`src/hw/csr_addr_pkg.sv`:
```
/*
 * CSR address space: implemented CSR numbers, access operations,
 * the address word with its two decode views, and the access request
 */
`default_nettype none

package csr_addr_pkg;

  localparam int unsigned CSR_W = 32;  // data word width

  localparam logic [1:0] CSR_ACC_RO    = 2'b11;  // access type of read-only CSRs
  localparam logic [3:0] CSR_PAGE_MCNT = 4'hb;   // machine counters, 0xb00 and up

  // implemented CSRs only
  typedef enum logic [11:0] {
    CSR_MSTATUS       = 12'h300,
    CSR_MIE           = 12'h304,
    CSR_MTVEC         = 12'h305,
    CSR_MCOUNTINHIBIT = 12'h320,
    CSR_MSCRATCH      = 12'h340,
    CSR_MEPC          = 12'h341,
    CSR_MCAUSE        = 12'h342,
    CSR_MTVAL         = 12'h343,
    CSR_MIP           = 12'h344,
    CSR_MCYCLE        = 12'hb00,
    CSR_MINSTRET      = 12'hb02,
    CSR_MHPMCOUNTER3  = 12'hb03,
    CSR_MHPMCOUNTER4  = 12'hb04,
    CSR_MCYCLEH       = 12'hb80,
    CSR_MINSTRETH     = 12'hb82,
    CSR_MHPMCOUNTER3H = 12'hb83,
    CSR_MHPMCOUNTER4H = 12'hb84,
    CSR_MHARTID       = 12'hf14
  } csr_num_e;

  typedef enum logic [1:0] {
    CSR_OP_READ  = 2'b00,
    CSR_OP_WRITE = 2'b01,
    CSR_OP_SET   = 2'b10,
    CSR_OP_CLEAR = 2'b11
  } csr_op_e;

  // field view of the address, per the privileged spec layout
  typedef struct packed {
    logic [1:0] acc;   // 11:10 read-only when 2'b11
    logic [1:0] priv;  // 9:8 lowest level allowed
    logic       high;  // upper half of a 64-bit counter
    logic [1:0] grp;
    logic [4:0] idx;   // counter index
  } csr_fields_t;

  typedef union packed {
    csr_num_e    num;  // register select
    csr_fields_t fld;  // legality and counter decode
  } csr_addr_u;

  typedef struct packed {
    logic             access;
    csr_addr_u        addr;
    csr_op_e          op;
    logic [CSR_W-1:0] wdata;
  } csr_req_t;

endpackage

`default_nettype wire

```
`src/hw/csr_regs_pkg.sv`:
```
/*
 * Register contents: privilege levels, mstatus and interrupt field types,
 * trap and performance event bundles, bit positions and reset values
 */
`default_nettype none

package csr_regs_pkg;

  typedef enum logic [1:0] {
    PRIV_LVL_U = 2'b00,
    PRIV_LVL_M = 2'b11
  } priv_lvl_e;

  typedef struct packed {
    logic      mie;
    logic      mpie;
    priv_lvl_e mpp;
  } mstatus_t;

  // shared by mie and mip
  typedef struct packed {
    logic        software;
    logic        timer;
    logic        external;
    logic [14:0] fast;
  } irq_t;

  typedef struct packed {
    logic                           save_cause;
    logic [csr_addr_pkg::CSR_W-1:0] pc;
    logic [5:0]                     mcause;  // {interrupt, code}
    logic [csr_addr_pkg::CSR_W-1:0] mtval;
    logic                           mret;
  } trap_ev_t;

  typedef struct packed {
    logic instr_ret;
    logic load;
    logic store;
  } perf_ev_t;

  localparam int unsigned MTVEC_ALIGN = 8;      // base is 256-byte aligned
  localparam logic [1:0]  MTVEC_MODE  = 2'b01;  // vectored
  localparam int unsigned HPM_W       = 40;

  // mstatus
  localparam int unsigned MSTATUS_MIE_BIT  = 3;
  localparam int unsigned MSTATUS_MPIE_BIT = 7;
  localparam int unsigned MSTATUS_MPP_LO   = 11;
  localparam int unsigned MSTATUS_MPP_HI   = 12;

  // mie and mip
  localparam int unsigned IRQ_MSI_BIT = 3;
  localparam int unsigned IRQ_MTI_BIT = 7;
  localparam int unsigned IRQ_MEI_BIT = 11;
  localparam int unsigned IRQ_MFI_LO  = 16;
  localparam int unsigned IRQ_MFI_HI  = 30;

  localparam mstatus_t MSTATUS_RST = '{mie: 1'b0, mpie: 1'b1, mpp: PRIV_LVL_U};

endpackage

`default_nettype wire

```
`src/hw/csr_access.sv`:
```
/*
 * CSR access decode: read data merge, legality check,
 * write strobe and write word for set and clear
 */
`default_nettype none

module csr_access (
  input  csr_addr_pkg::csr_req_t         csr_req_i,
  input  csr_regs_pkg::priv_lvl_e        priv_lvl_i,
  input  logic [csr_addr_pkg::CSR_W-1:0] trap_rdata_i,
  input  logic [csr_addr_pkg::CSR_W-1:0] perf_rdata_i,
  input  logic                           trap_hit_i,
  input  logic                           perf_hit_i,
  output logic                           csr_we_o,
  output logic [csr_addr_pkg::CSR_W-1:0] csr_wdata_o,
  output logic [csr_addr_pkg::CSR_W-1:0] csr_rdata_o,
  output logic                           illegal_o
);

  import csr_addr_pkg::*;

  logic wreq;      // op modifies the CSR
  logic no_hit;
  logic priv_low;
  logic ro_write;

  // at most one block claims an address
  assign csr_rdata_o = trap_hit_i ? trap_rdata_i :
                       perf_hit_i ? perf_rdata_i : '0;

  always_comb begin
    wreq = 1'b1;
    case (csr_req_i.op)
      CSR_OP_WRITE: csr_wdata_o = csr_req_i.wdata;
      CSR_OP_SET:   csr_wdata_o = csr_req_i.wdata | csr_rdata_o;
      CSR_OP_CLEAR: csr_wdata_o = ~csr_req_i.wdata & csr_rdata_o;
      default: begin  // read
        csr_wdata_o = csr_req_i.wdata;
        wreq        = 1'b0;
      end
    endcase
  end

  ////////////////////////////////////////////////////////////////////
  // legality
  ////////////////////////////////////////////////////////////////////

  assign no_hit   = ~(trap_hit_i | perf_hit_i);
  assign priv_low = csr_req_i.addr.fld.priv > priv_lvl_i;
  assign ro_write = (csr_req_i.addr.fld.acc == CSR_ACC_RO) & wreq;

  assign illegal_o = csr_req_i.access & (no_hit | priv_low | ro_write);

  // the access strobe is the single write cycle
  assign csr_we_o = csr_req_i.access & wreq & ~illegal_o;

  ////////////////////////////////////////////////////////////////////
  // checks
  ////////////////////////////////////////////////////////////////////

  // hit flags come from two separate decoders, so check once settled
  always_comb begin
    if (csr_req_i.access) begin
      op_known_a: assert final (!$isunknown(csr_req_i.op))
        else $error("csr op unknown during access");
    end
    one_hit_a: assert final (!(trap_hit_i && perf_hit_i))
      else $error("trap and perf blocks both claim address %h", csr_req_i.addr);
  end

endmodule

`default_nettype wire

```
`src/hw/csr_perf_counters.sv`:
```
/*
 * Performance counters: mcycle, minstret, load and store hpm counters,
 * and mcountinhibit
 */
`default_nettype none

module csr_perf_counters (
  input  logic                           clk_i,
  input  logic                           rst_ni,
  input  logic                           csr_we_i,
  input  csr_addr_pkg::csr_addr_u        csr_addr_i,
  input  logic [csr_addr_pkg::CSR_W-1:0] csr_wdata_i,
  input  csr_regs_pkg::perf_ev_t         perf_i,
  output logic [csr_addr_pkg::CSR_W-1:0] rdata_o,
  output logic                           hit_o
);

  import csr_addr_pkg::*;
  import csr_regs_pkg::*;

  logic [63:0] cnt_q    [5];  // slot 1 (mtime) stays zero
  logic [63:0] cnt_d    [5];
  logic [63:0] cnt_mask [5];
  logic [4:0]  incr;
  logic [4:0]  inhibit_q, inhibit_d;
  logic [2:0]  cnt_sel;
  logic        cnt_hit, inh_hit;

  // 0xb00..0xb04 and 0xb80..0xb84 except the mtime slot
  assign cnt_hit = ({csr_addr_i.fld.acc, csr_addr_i.fld.priv} == CSR_PAGE_MCNT) &&
                   (csr_addr_i.fld.grp == 2'b00) &&
                   (csr_addr_i.fld.idx < 5'd5) && (csr_addr_i.fld.idx != 5'd1);
  assign inh_hit = (csr_addr_i.num == CSR_MCOUNTINHIBIT);
  assign hit_o   = cnt_hit | inh_hit;
  assign cnt_sel = csr_addr_i.fld.idx[2:0];

  assign incr = {perf_i.store, perf_i.load, perf_i.instr_ret, 1'b0, 1'b1};

  assign cnt_mask[0] = '1;
  assign cnt_mask[1] = '0;
  assign cnt_mask[2] = '1;
  assign cnt_mask[3] = {{(64-HPM_W){1'b0}}, {HPM_W{1'b1}}};
  assign cnt_mask[4] = cnt_mask[3];

  always_comb begin
    rdata_o = '0;
    if (inh_hit) begin
      rdata_o[4:0] = inhibit_q;
    end else if (cnt_hit) begin
      rdata_o = csr_addr_i.fld.high ? cnt_q[cnt_sel][63:32] : cnt_q[cnt_sel][31:0];
    end
  end

  always_comb begin
    inhibit_d = inhibit_q;
    if (csr_we_i && inh_hit) begin
      inhibit_d = {csr_wdata_i[4:2], 1'b0, csr_wdata_i[0]};
    end
    for (int i = 0; i < 5; i++) begin
      cnt_d[i] = cnt_q[i];
      if (csr_we_i && cnt_hit && (cnt_sel == 3'(i))) begin  // write wins over count
        if (csr_addr_i.fld.high) begin
          cnt_d[i][63:32] = csr_wdata_i & cnt_mask[i][63:32];
        end else begin
          cnt_d[i][31:0] = csr_wdata_i & cnt_mask[i][31:0];
        end
      end else if (incr[i] && !inhibit_q[i]) begin
        cnt_d[i] = (cnt_q[i] + 64'd1) & cnt_mask[i];
      end
    end
  end

  always_ff @(posedge clk_i or negedge rst_ni) begin
    if (!rst_ni) begin
      inhibit_q <= '0;
      for (int i = 0; i < 5; i++) begin
        cnt_q[i] <= '0;
      end
    end else begin
      inhibit_q <= inhibit_d;
      cnt_q     <= cnt_d;
    end
  end

  hpm_width_a: assert property (@(posedge clk_i) disable iff (!rst_ni)
      (cnt_q[3][63:HPM_W] == '0) && (cnt_q[4][63:HPM_W] == '0))
    else $error("hpm counter wider than HPM_W");

endmodule

`default_nettype wire

```
`src/hw/csr_top.sv`:
```
/*
 * CSR file top: access decode beside the trap and counter register blocks
 */
`default_nettype none

module csr_top (
  input  logic                           clk_i,
  input  logic                           rst_ni,
  input  csr_addr_pkg::csr_req_t         csr_req_i,
  input  csr_regs_pkg::irq_t             irq_i,
  input  csr_regs_pkg::trap_ev_t         trap_i,
  input  csr_regs_pkg::perf_ev_t         perf_i,
  input  logic [csr_addr_pkg::CSR_W-1:0] hart_id_i,
  input  logic [csr_addr_pkg::CSR_W-1:0] boot_addr_i,
  input  logic                           mtvec_init_i,
  output logic [csr_addr_pkg::CSR_W-1:0] csr_rdata_o,
  output logic                           illegal_o,
  output logic                           irq_pending_o,
  output logic                           mstatus_mie_o,
  output logic [csr_addr_pkg::CSR_W-1:0] mepc_o,
  output logic [csr_addr_pkg::CSR_W-1:0] mtvec_o,
  output csr_regs_pkg::priv_lvl_e        priv_lvl_o
);

  import csr_addr_pkg::*;

  logic             csr_we;
  logic [CSR_W-1:0] csr_wdata;
  logic [CSR_W-1:0] trap_rdata, perf_rdata;
  logic             trap_hit, perf_hit;

  csr_access csr_access_inst (
    .csr_req_i    (csr_req_i),
    .priv_lvl_i   (priv_lvl_o),
    .trap_rdata_i (trap_rdata),
    .perf_rdata_i (perf_rdata),
    .trap_hit_i   (trap_hit),
    .perf_hit_i   (perf_hit),
    .csr_we_o     (csr_we),
    .csr_wdata_o  (csr_wdata),
    .csr_rdata_o  (csr_rdata_o),
    .illegal_o    (illegal_o)
  );

  csr_trap_regs csr_trap_regs_inst (
    .clk_i         (clk_i),
    .rst_ni        (rst_ni),
    .csr_we_i      (csr_we),
    .csr_addr_i    (csr_req_i.addr),
    .csr_wdata_i   (csr_wdata),
    .irq_i         (irq_i),
    .trap_i        (trap_i),
    .hart_id_i     (hart_id_i),
    .boot_addr_i   (boot_addr_i),
    .mtvec_init_i  (mtvec_init_i),
    .rdata_o       (trap_rdata),
    .hit_o         (trap_hit),
    .priv_lvl_o    (priv_lvl_o),
    .mstatus_mie_o (mstatus_mie_o),
    .mepc_o        (mepc_o),
    .mtvec_o       (mtvec_o),
    .irq_pending_o (irq_pending_o)
  );

  csr_perf_counters csr_perf_counters_inst (
    .clk_i       (clk_i),
    .rst_ni      (rst_ni),
    .csr_we_i    (csr_we),
    .csr_addr_i  (csr_req_i.addr),
    .csr_wdata_i (csr_wdata),
    .perf_i      (perf_i),
    .rdata_o     (perf_rdata),
    .hit_o       (perf_hit)
  );

endmodule

`default_nettype wire

```
`src/hw/csr_trap_regs.sv`:
```
/*
 * Machine trap registers with the privilege level,
 * trap entry, mret and the pending interrupt summary
 */
`default_nettype none

module csr_trap_regs (
  input  logic                           clk_i,
  input  logic                           rst_ni,
  input  logic                           csr_we_i,
  input  csr_addr_pkg::csr_addr_u        csr_addr_i,
  input  logic [csr_addr_pkg::CSR_W-1:0] csr_wdata_i,
  input  csr_regs_pkg::irq_t             irq_i,
  input  csr_regs_pkg::trap_ev_t         trap_i,
  input  logic [csr_addr_pkg::CSR_W-1:0] hart_id_i,
  input  logic [csr_addr_pkg::CSR_W-1:0] boot_addr_i,
  input  logic                           mtvec_init_i,
  output logic [csr_addr_pkg::CSR_W-1:0] rdata_o,
  output logic                           hit_o,
  output csr_regs_pkg::priv_lvl_e        priv_lvl_o,
  output logic                           mstatus_mie_o,
  output logic [csr_addr_pkg::CSR_W-1:0] mepc_o,
  output logic [csr_addr_pkg::CSR_W-1:0] mtvec_o,
  output logic                           irq_pending_o
);

  import csr_addr_pkg::*;
  import csr_regs_pkg::*;

  priv_lvl_e        priv_lvl_q, priv_lvl_d;
  mstatus_t         mstatus_q, mstatus_d;
  irq_t             mie_q, mie_d;
  irq_t             mip;
  logic [CSR_W-1:0] mscratch_q, mscratch_d;
  logic [CSR_W-1:0] mepc_q, mepc_d;
  logic [5:0]       mcause_q, mcause_d;
  logic [CSR_W-1:0] mtval_q, mtval_d;
  logic [CSR_W-1:0] mtvec_q, mtvec_d;

  function automatic logic [CSR_W-1:0] irq_word(irq_t irq);
    logic [CSR_W-1:0] w;
    w                         = '0;
    w[IRQ_MSI_BIT]            = irq.software;
    w[IRQ_MTI_BIT]            = irq.timer;
    w[IRQ_MEI_BIT]            = irq.external;
    w[IRQ_MFI_HI:IRQ_MFI_LO]  = irq.fast;
    return w;
  endfunction

  // keep the aligned base, force vectored mode
  function automatic logic [CSR_W-1:0] mtvec_word(logic [CSR_W-1:0] a);
    return {a[CSR_W-1:MTVEC_ALIGN], {(MTVEC_ALIGN-2){1'b0}}, MTVEC_MODE};
  endfunction

  assign mip           = irq_i & mie_q;
  assign irq_pending_o = |mip;

  always_comb begin
    rdata_o = '0;
    hit_o   = 1'b1;
    case (csr_addr_i.num)
      CSR_MHARTID: rdata_o = hart_id_i;
      CSR_MSTATUS: begin
        rdata_o[MSTATUS_MIE_BIT]               = mstatus_q.mie;
        rdata_o[MSTATUS_MPIE_BIT]              = mstatus_q.mpie;
        rdata_o[MSTATUS_MPP_HI:MSTATUS_MPP_LO] = mstatus_q.mpp;
      end
      CSR_MIE:      rdata_o = irq_word(mie_q);
      CSR_MIP:      rdata_o = irq_word(mip);
      CSR_MSCRATCH: rdata_o = mscratch_q;
      CSR_MEPC:     rdata_o = mepc_q;
      CSR_MCAUSE:   rdata_o = {mcause_q[5], {(CSR_W-6){1'b0}}, mcause_q[4:0]};
      CSR_MTVAL:    rdata_o = mtval_q;
      CSR_MTVEC:    rdata_o = mtvec_q;
      default:      hit_o   = 1'b0;
    endcase
  end

  ////////////////////////////////////////////////////////////////////
  // next state
  ////////////////////////////////////////////////////////////////////

  always_comb begin
    priv_lvl_d = priv_lvl_q;
    mstatus_d  = mstatus_q;
    mie_d      = mie_q;
    mscratch_d = mscratch_q;
    mepc_d     = mepc_q;
    mcause_d   = mcause_q;
    mtval_d    = mtval_q;
    mtvec_d    = mtvec_init_i ? mtvec_word(boot_addr_i) : mtvec_q;

    if (csr_we_i) begin
      case (csr_addr_i.num)
        CSR_MSTATUS: begin
          mstatus_d.mie  = csr_wdata_i[MSTATUS_MIE_BIT];
          mstatus_d.mpie = csr_wdata_i[MSTATUS_MPIE_BIT];
          mstatus_d.mpp  = priv_lvl_e'(csr_wdata_i[MSTATUS_MPP_HI:MSTATUS_MPP_LO]);
          if (mstatus_d.mpp != PRIV_LVL_U) begin
            mstatus_d.mpp = PRIV_LVL_M;  // only M and U exist
          end
        end
        CSR_MIE: begin
          mie_d.software = csr_wdata_i[IRQ_MSI_BIT];
          mie_d.timer    = csr_wdata_i[IRQ_MTI_BIT];
          mie_d.external = csr_wdata_i[IRQ_MEI_BIT];
          mie_d.fast     = csr_wdata_i[IRQ_MFI_HI:IRQ_MFI_LO];
        end
        CSR_MSCRATCH: mscratch_d = csr_wdata_i;
        CSR_MEPC:     mepc_d     = {csr_wdata_i[CSR_W-1:1], 1'b0};
        CSR_MCAUSE:   mcause_d   = {csr_wdata_i[CSR_W-1], csr_wdata_i[4:0]};
        CSR_MTVAL:    mtval_d    = csr_wdata_i;
        CSR_MTVEC:    mtvec_d    = mtvec_word(csr_wdata_i);
        default: ;
      endcase
    end

    // controller events override a same-cycle csr write
    if (trap_i.save_cause) begin
      priv_lvl_d     = PRIV_LVL_M;
      mstatus_d.mie  = 1'b0;  // mask interrupts in the handler
      mstatus_d.mpie = mstatus_q.mie;
      mstatus_d.mpp  = priv_lvl_q;
      mepc_d         = trap_i.pc;
      mcause_d       = trap_i.mcause;
      mtval_d        = trap_i.mtval;
    end else if (trap_i.mret) begin
      priv_lvl_d     = mstatus_q.mpp;
      mstatus_d.mie  = mstatus_q.mpie;
      mstatus_d.mpie = 1'b1;
      mstatus_d.mpp  = PRIV_LVL_U;
    end
  end

  always_ff @(posedge clk_i or negedge rst_ni) begin
    if (!rst_ni) begin
      priv_lvl_q <= PRIV_LVL_M;
      mstatus_q  <= MSTATUS_RST;
      mie_q      <= '0;
      mcause_q   <= '0;
      mtvec_q    <= {{(CSR_W-2){1'b0}}, MTVEC_MODE};  // reads 1
    end else begin
      priv_lvl_q <= priv_lvl_d;
      mstatus_q  <= mstatus_d;
      mie_q      <= mie_d;
      mcause_q   <= mcause_d;
      mtvec_q    <= mtvec_d;
    end
  end

  // scratch and trap payload
  always_ff @(posedge clk_i) begin
    mscratch_q <= mscratch_d;
    mepc_q     <= mepc_d;
    mtval_q    <= mtval_d;
  end

  assign priv_lvl_o    = priv_lvl_q;
  assign mstatus_mie_o = mstatus_q.mie;
  assign mepc_o        = mepc_q;
  assign mtvec_o       = mtvec_q;

  trap_mret_excl_a: assert property (@(posedge clk_i) disable iff (!rst_ni)
      !(trap_i.save_cause && trap_i.mret))
    else $error("trap entry and mret in the same cycle");

endmodule

`default_nettype wire

```
`config.mk`:
```
export PLATFORM = sky130hd
export DESIGN_NAME = csr_top
export DESIGN_NICKNAME = d
export VERILOG_FILES = /design/src/hw/csr_addr_pkg.sv /design/src/hw/csr_regs_pkg.sv /design/src/hw/csr_access.sv /design/src/hw/csr_perf_counters.sv /design/src/hw/csr_top.sv /design/src/hw/csr_trap_regs.sv
export SDC_FILE = /design/constraint.sdc
export NUM_CORES = 1
export LEC_CHECK = 0
export BUFFER_PORTS_ARGS = -buffer_cell sky130_fd_sc_hd__buf_2
export CAP_MARGIN = 10
export CORE_UTILIZATION = 35
export DETAILED_ROUTE_END_ITERATION = 8
export HOLD_SLACK_MARGIN = 0.03
export PLACE_DENSITY_LB_ADDON = 0.12
export SYNTH_ARGS = -nofsm -noshare
export SYNTH_HDL_FRONTEND = slang
export SYNTH_SLANG_ARGS = --single-unit
```
`constraint.sdc`:
```
create_clock -name clk_i -period 3.1 [get_ports clk_i]
set_clock_uncertainty 0.15 [all_clocks]
set_input_delay 0.465 -clock clk_i [delete_from_list [all_inputs] [get_ports clk_i]]
set_output_delay 0.465 -clock clk_i [all_outputs]
set_load 0.005 [all_outputs]
```
==> results.sh <==
export IMPL_crit_slowest_cell="dfrtp_2"
export IMPL_tns_ns=-0.1727
export IMPL_cts_sinks=370
export IMPL_root_buffer="clkbuf_16"
export IMPL_fmax_mhz=313.3
export IMPL_yosysWarnings=0
export IMPL_avgRoutedWirePerCell_um=29.28
export IMPL_ys_ff_latch=370
export IMPL_ys_async_sr_fraction_pct=74.05
export IMPL_clk_path_buf_depth=3
export IMPL_run_status="complete, but fails checks"
export IMPL_slew_violations=0
export IMPL_violations="setup timing"
export IMPL_synth_edf_count=96
export IMPL_cts_tree="yes"
export IMPL_start_kind="register"
export IMPL_insertion_delay_ns=0.61
export IMPL_syn_area_per_cell_um2=8.550
export IMPL_final_antenna_net_count=0
export IMPL_yosysTopAreaCell="dfrtp_1"
export IMPL_synth_area_um2=23740
export IMPL_start_util_pct=35.34
export IMPL_rsz0062_at_grt="yes"
export IMPL_leakage_nw=14.75
export IMPL_pin_count=308
export IMPL_drive_above_1_share_pct=32.27
export IMPL_period_minus_slack_ns=3.192
export IMPL_grt_max_degree=86
export IMPL_hold_violations=0
export IMPL_worst_slew_pin_slew_ns=0.8593
export IMPL_finalSetupViolCount=5
export IMPL_final_nets=3807
export IMPL_gr_total_overflow=0
export IMPL_yosys_top_cells_area="dfrtp_1 28%, edfxtp_1 12%, a21oi_1 6.1%"
export IMPL_h_tree_depth=2
export IMPL_crit_arrival_ns=2.58
export IMPL_antenna_found_initial=5
export IMPL_synth_seq_area_share_pct=41.05
export IMPL_avgViaCountPerCell=6.218
export IMPL_hold_depth=3
export IMPL_synth_top_area_share_pct=28.47
export IMPL_endpoint_kind="output pin"
export IMPL_syn_to_final_growth_pct=43.96
export IMPL_cts_buffers=47
export IMPL_syn_nets=2989
export IMPL_via_count=28030
export IMPL_hold_class="in -> reg"
export IMPL_cap_violations=0
export IMPL_cts_clk_slew_worst_paths_ns=0.06
export IMPL_synthDistinctLibCells=87
export IMPL_p_per_area_nw_per_um2=407.0
export IMPL_r2r_cells=9
export IMPL_ys_flop_type="dfrtp_1"
export IMPL_critPathMaxFanout=2
export IMPL_worstPathRequired_ns=2.48
export IMPL_worst_slack_ns=-0.09233
export IMPL_holdWs_ns=0.03917
export IMPL_final_cells=4507
export IMPL_netlist_instances=2776
export IMPL_dr_pass1_iters=6
export IMPL_die_x_um=262.4
export IMPL_period_share_pct=103.0
export IMPL_rows=95
export IMPL_die_area_um2=68860
export IMPL_grt_pass1_wl_um=187300
export IMPL_gr_usage_all_layers_pct=36.96
export IMPL_core_um2=67160
export IMPL_die_h_um=262.4
export IMPL_drc=0
export IMPL_grt_pass1_vias=27030
export IMPL_crit_chain="mux2_4 > a2111oi_4 > buf_4 > nor3_2 > a2111o_1 > o31a_1 > buf_2"
export IMPL_path_class="reg -> out"
export IMPL_routabilityCongestion=0.9946
export IMPL_io_buffer_count=299
export IMPL_drt_iter0_markers=2872
export IMPL_peakVddDrop_mv=0.4112
export IMPL_cpPeakStageDelay_ns=0.44
export IMPL_dp_cells=4296
export IMPL_wl_um=131900
export IMPL_dpl_hpwl_um=101300
export IMPL_maxSlewHeadroom_pct=42.71
metrics by stage:
stage                     cell area, um2  total power, W  setup slack (ns)  util, %
after floorplan                    23740        0.006635          0.008475        -
after global placement             30590        0.008025           -0.6622    45.55
after detailed placement           30590        0.008055           -0.7198    45.55
after CTS                          33510         0.01382           -0.1181    49.90
after global routing               34160         0.01431           -0.1280    50.87
final                              34170         0.01391          -0.09233    50.88
routing by layer:
layer	part of all wire, %	vias up	track usage, %	routed length (um)
li1	-	12290	-	-
met2	47	1498	61.43	61780
met5	0.042	-	0	55
met4	5.5	8	17.62	7262
met3	7.4	339	5.641	9775
met1	40	13890	47.06	53080
flip-flops by register name, indices dropped and copies added, names as in the netlist:
signal,count
csr_trap_regs_inst.mcause_q,6
csr_trap_regs_inst.mscratch_q,32
csr_trap_regs_inst.mepc_o,32
csr_trap_regs_inst.mie_q,18
csr_trap_regs_inst.mstatus_mie_o,1
csr_perf_counters_inst.inhibit_q,4
csr_trap_regs_inst.priv_lvl_o,2
csr_perf_counters_inst.cnt_q,208
csr_trap_regs_inst.mtval_q,32
csr_trap_regs_inst.mtvec_o,32
csr_trap_regs_inst.mstatus_q,3
logic make-up (layout without fill, tap and decap cells):
group                      count (synthesis)  count (layout)  synth area share [%]
muxes                                    112             112                 4.892
DFF                                      370             370                 41.05
and+or+nand+nor                          981             981                 21.43
adders and majority gates                  6               6                0.3163
buffers and inverters                    303            1159                 5.098
other                                      0               2                     0
AOI/OAI and AO/OA                       1004            1004                 27.21
critical path, delay by kind of cell (launching register included):
kind | cells | cell delay (ns)
AO/OA/AOI/OAI | 3 | 0.87
AND/OR/NAND/NOR | 1 | 0.04
flip-flops | 1 | 0.44
multiplexers | 1 | 0.30
buffers and inverters | 2 | 0.32
layout by cell type, fill, tap and decap left out, types with 23 or more instances in the layout:
cell type / count
clkbuf_16: 52
a21oi_1: 284
and2_1: 30
inv_1: 77
o21ai_0: 209
o211ai_1: 23
dlygate4sd3_1: 87
mux2_2: 31
dfrtp_1: 257
nand3_1: 144
buf_2: 291
nor3_1: 54
nor2_1: 119
a211oi_1: 65
a21o_1: 25
mux2i_1: 58
nand2b_1: 27
and3_1: 59
nand4_1: 87
a22oi_1: 72
nor2b_1: 33
a31oi_1: 28
nand2_1: 268
a221oi_1: 26
o22ai_1: 47
buf_4: 529
buf_12: 62
nor4_1: 24
edfxtp_1: 96
synth_stat cells, drive strengths merged, types with 61 or more instances:
master,n
a211oi,66
a21oi,287
a22oi,75
and3,63
clkbuf,170
dfrtp,270
edfxtp,96
inv,77
mux2i,80
nand2,273
nand3,147
nand4,87
nor2,129
nor3,61
o21ai,215
area by class of cell:
type	count	area, um2
Fill cell	6318	32990
Multi-Input combinational cell	2103	13610
Sequential cell	370	9761
Timing Repair Buffer	994	7878
Clock buffer	65	1356
Tap cell	873	1092
Inverter	78	292.8
Clock inverter	22	177.7
Antenna cell	2	5.005
power breakdown:
group          switching [W]  internal (W)
Sequential          0.000392       0.00535
Combinational        0.00144       0.00111
Clock                0.00239       0.00322
path summary, 6_finish.rpt:
path,to,from,slack [ns]
max reg2reg,csr_perf_counters_inst.cnt_q[316],csr_perf_counters_inst.cnt_q[289],0.02
min reg2reg,csr_trap_regs_inst.mie_q[4],csr_trap_regs_inst.mie_q[4],0.37
max in group asynchronous,csr_trap_regs_inst.mtvec_o[0],rst_ni,1.51
min,csr_trap_regs_inst.mtvec_o[31],boot_addr_i[31],0.04
min in group asynchronous,csr_perf_counters_inst.cnt_q[128],rst_ni,0.31
max,csr_rdata_o[3],csr_perf_counters_inst.cnt_q[131],-0.09
repair_timing:
item                                    CTS  global route
gates resized for setup                  93            87
gates cloned                              0             3
pin swaps                                11            31
buffers inserted                         17            26
endpoints found under the setup margin   95            88
hold buffers                             87             0
hold endpoints to repair                150             0
Note: power is estimated with default switching activity, not from simulation.
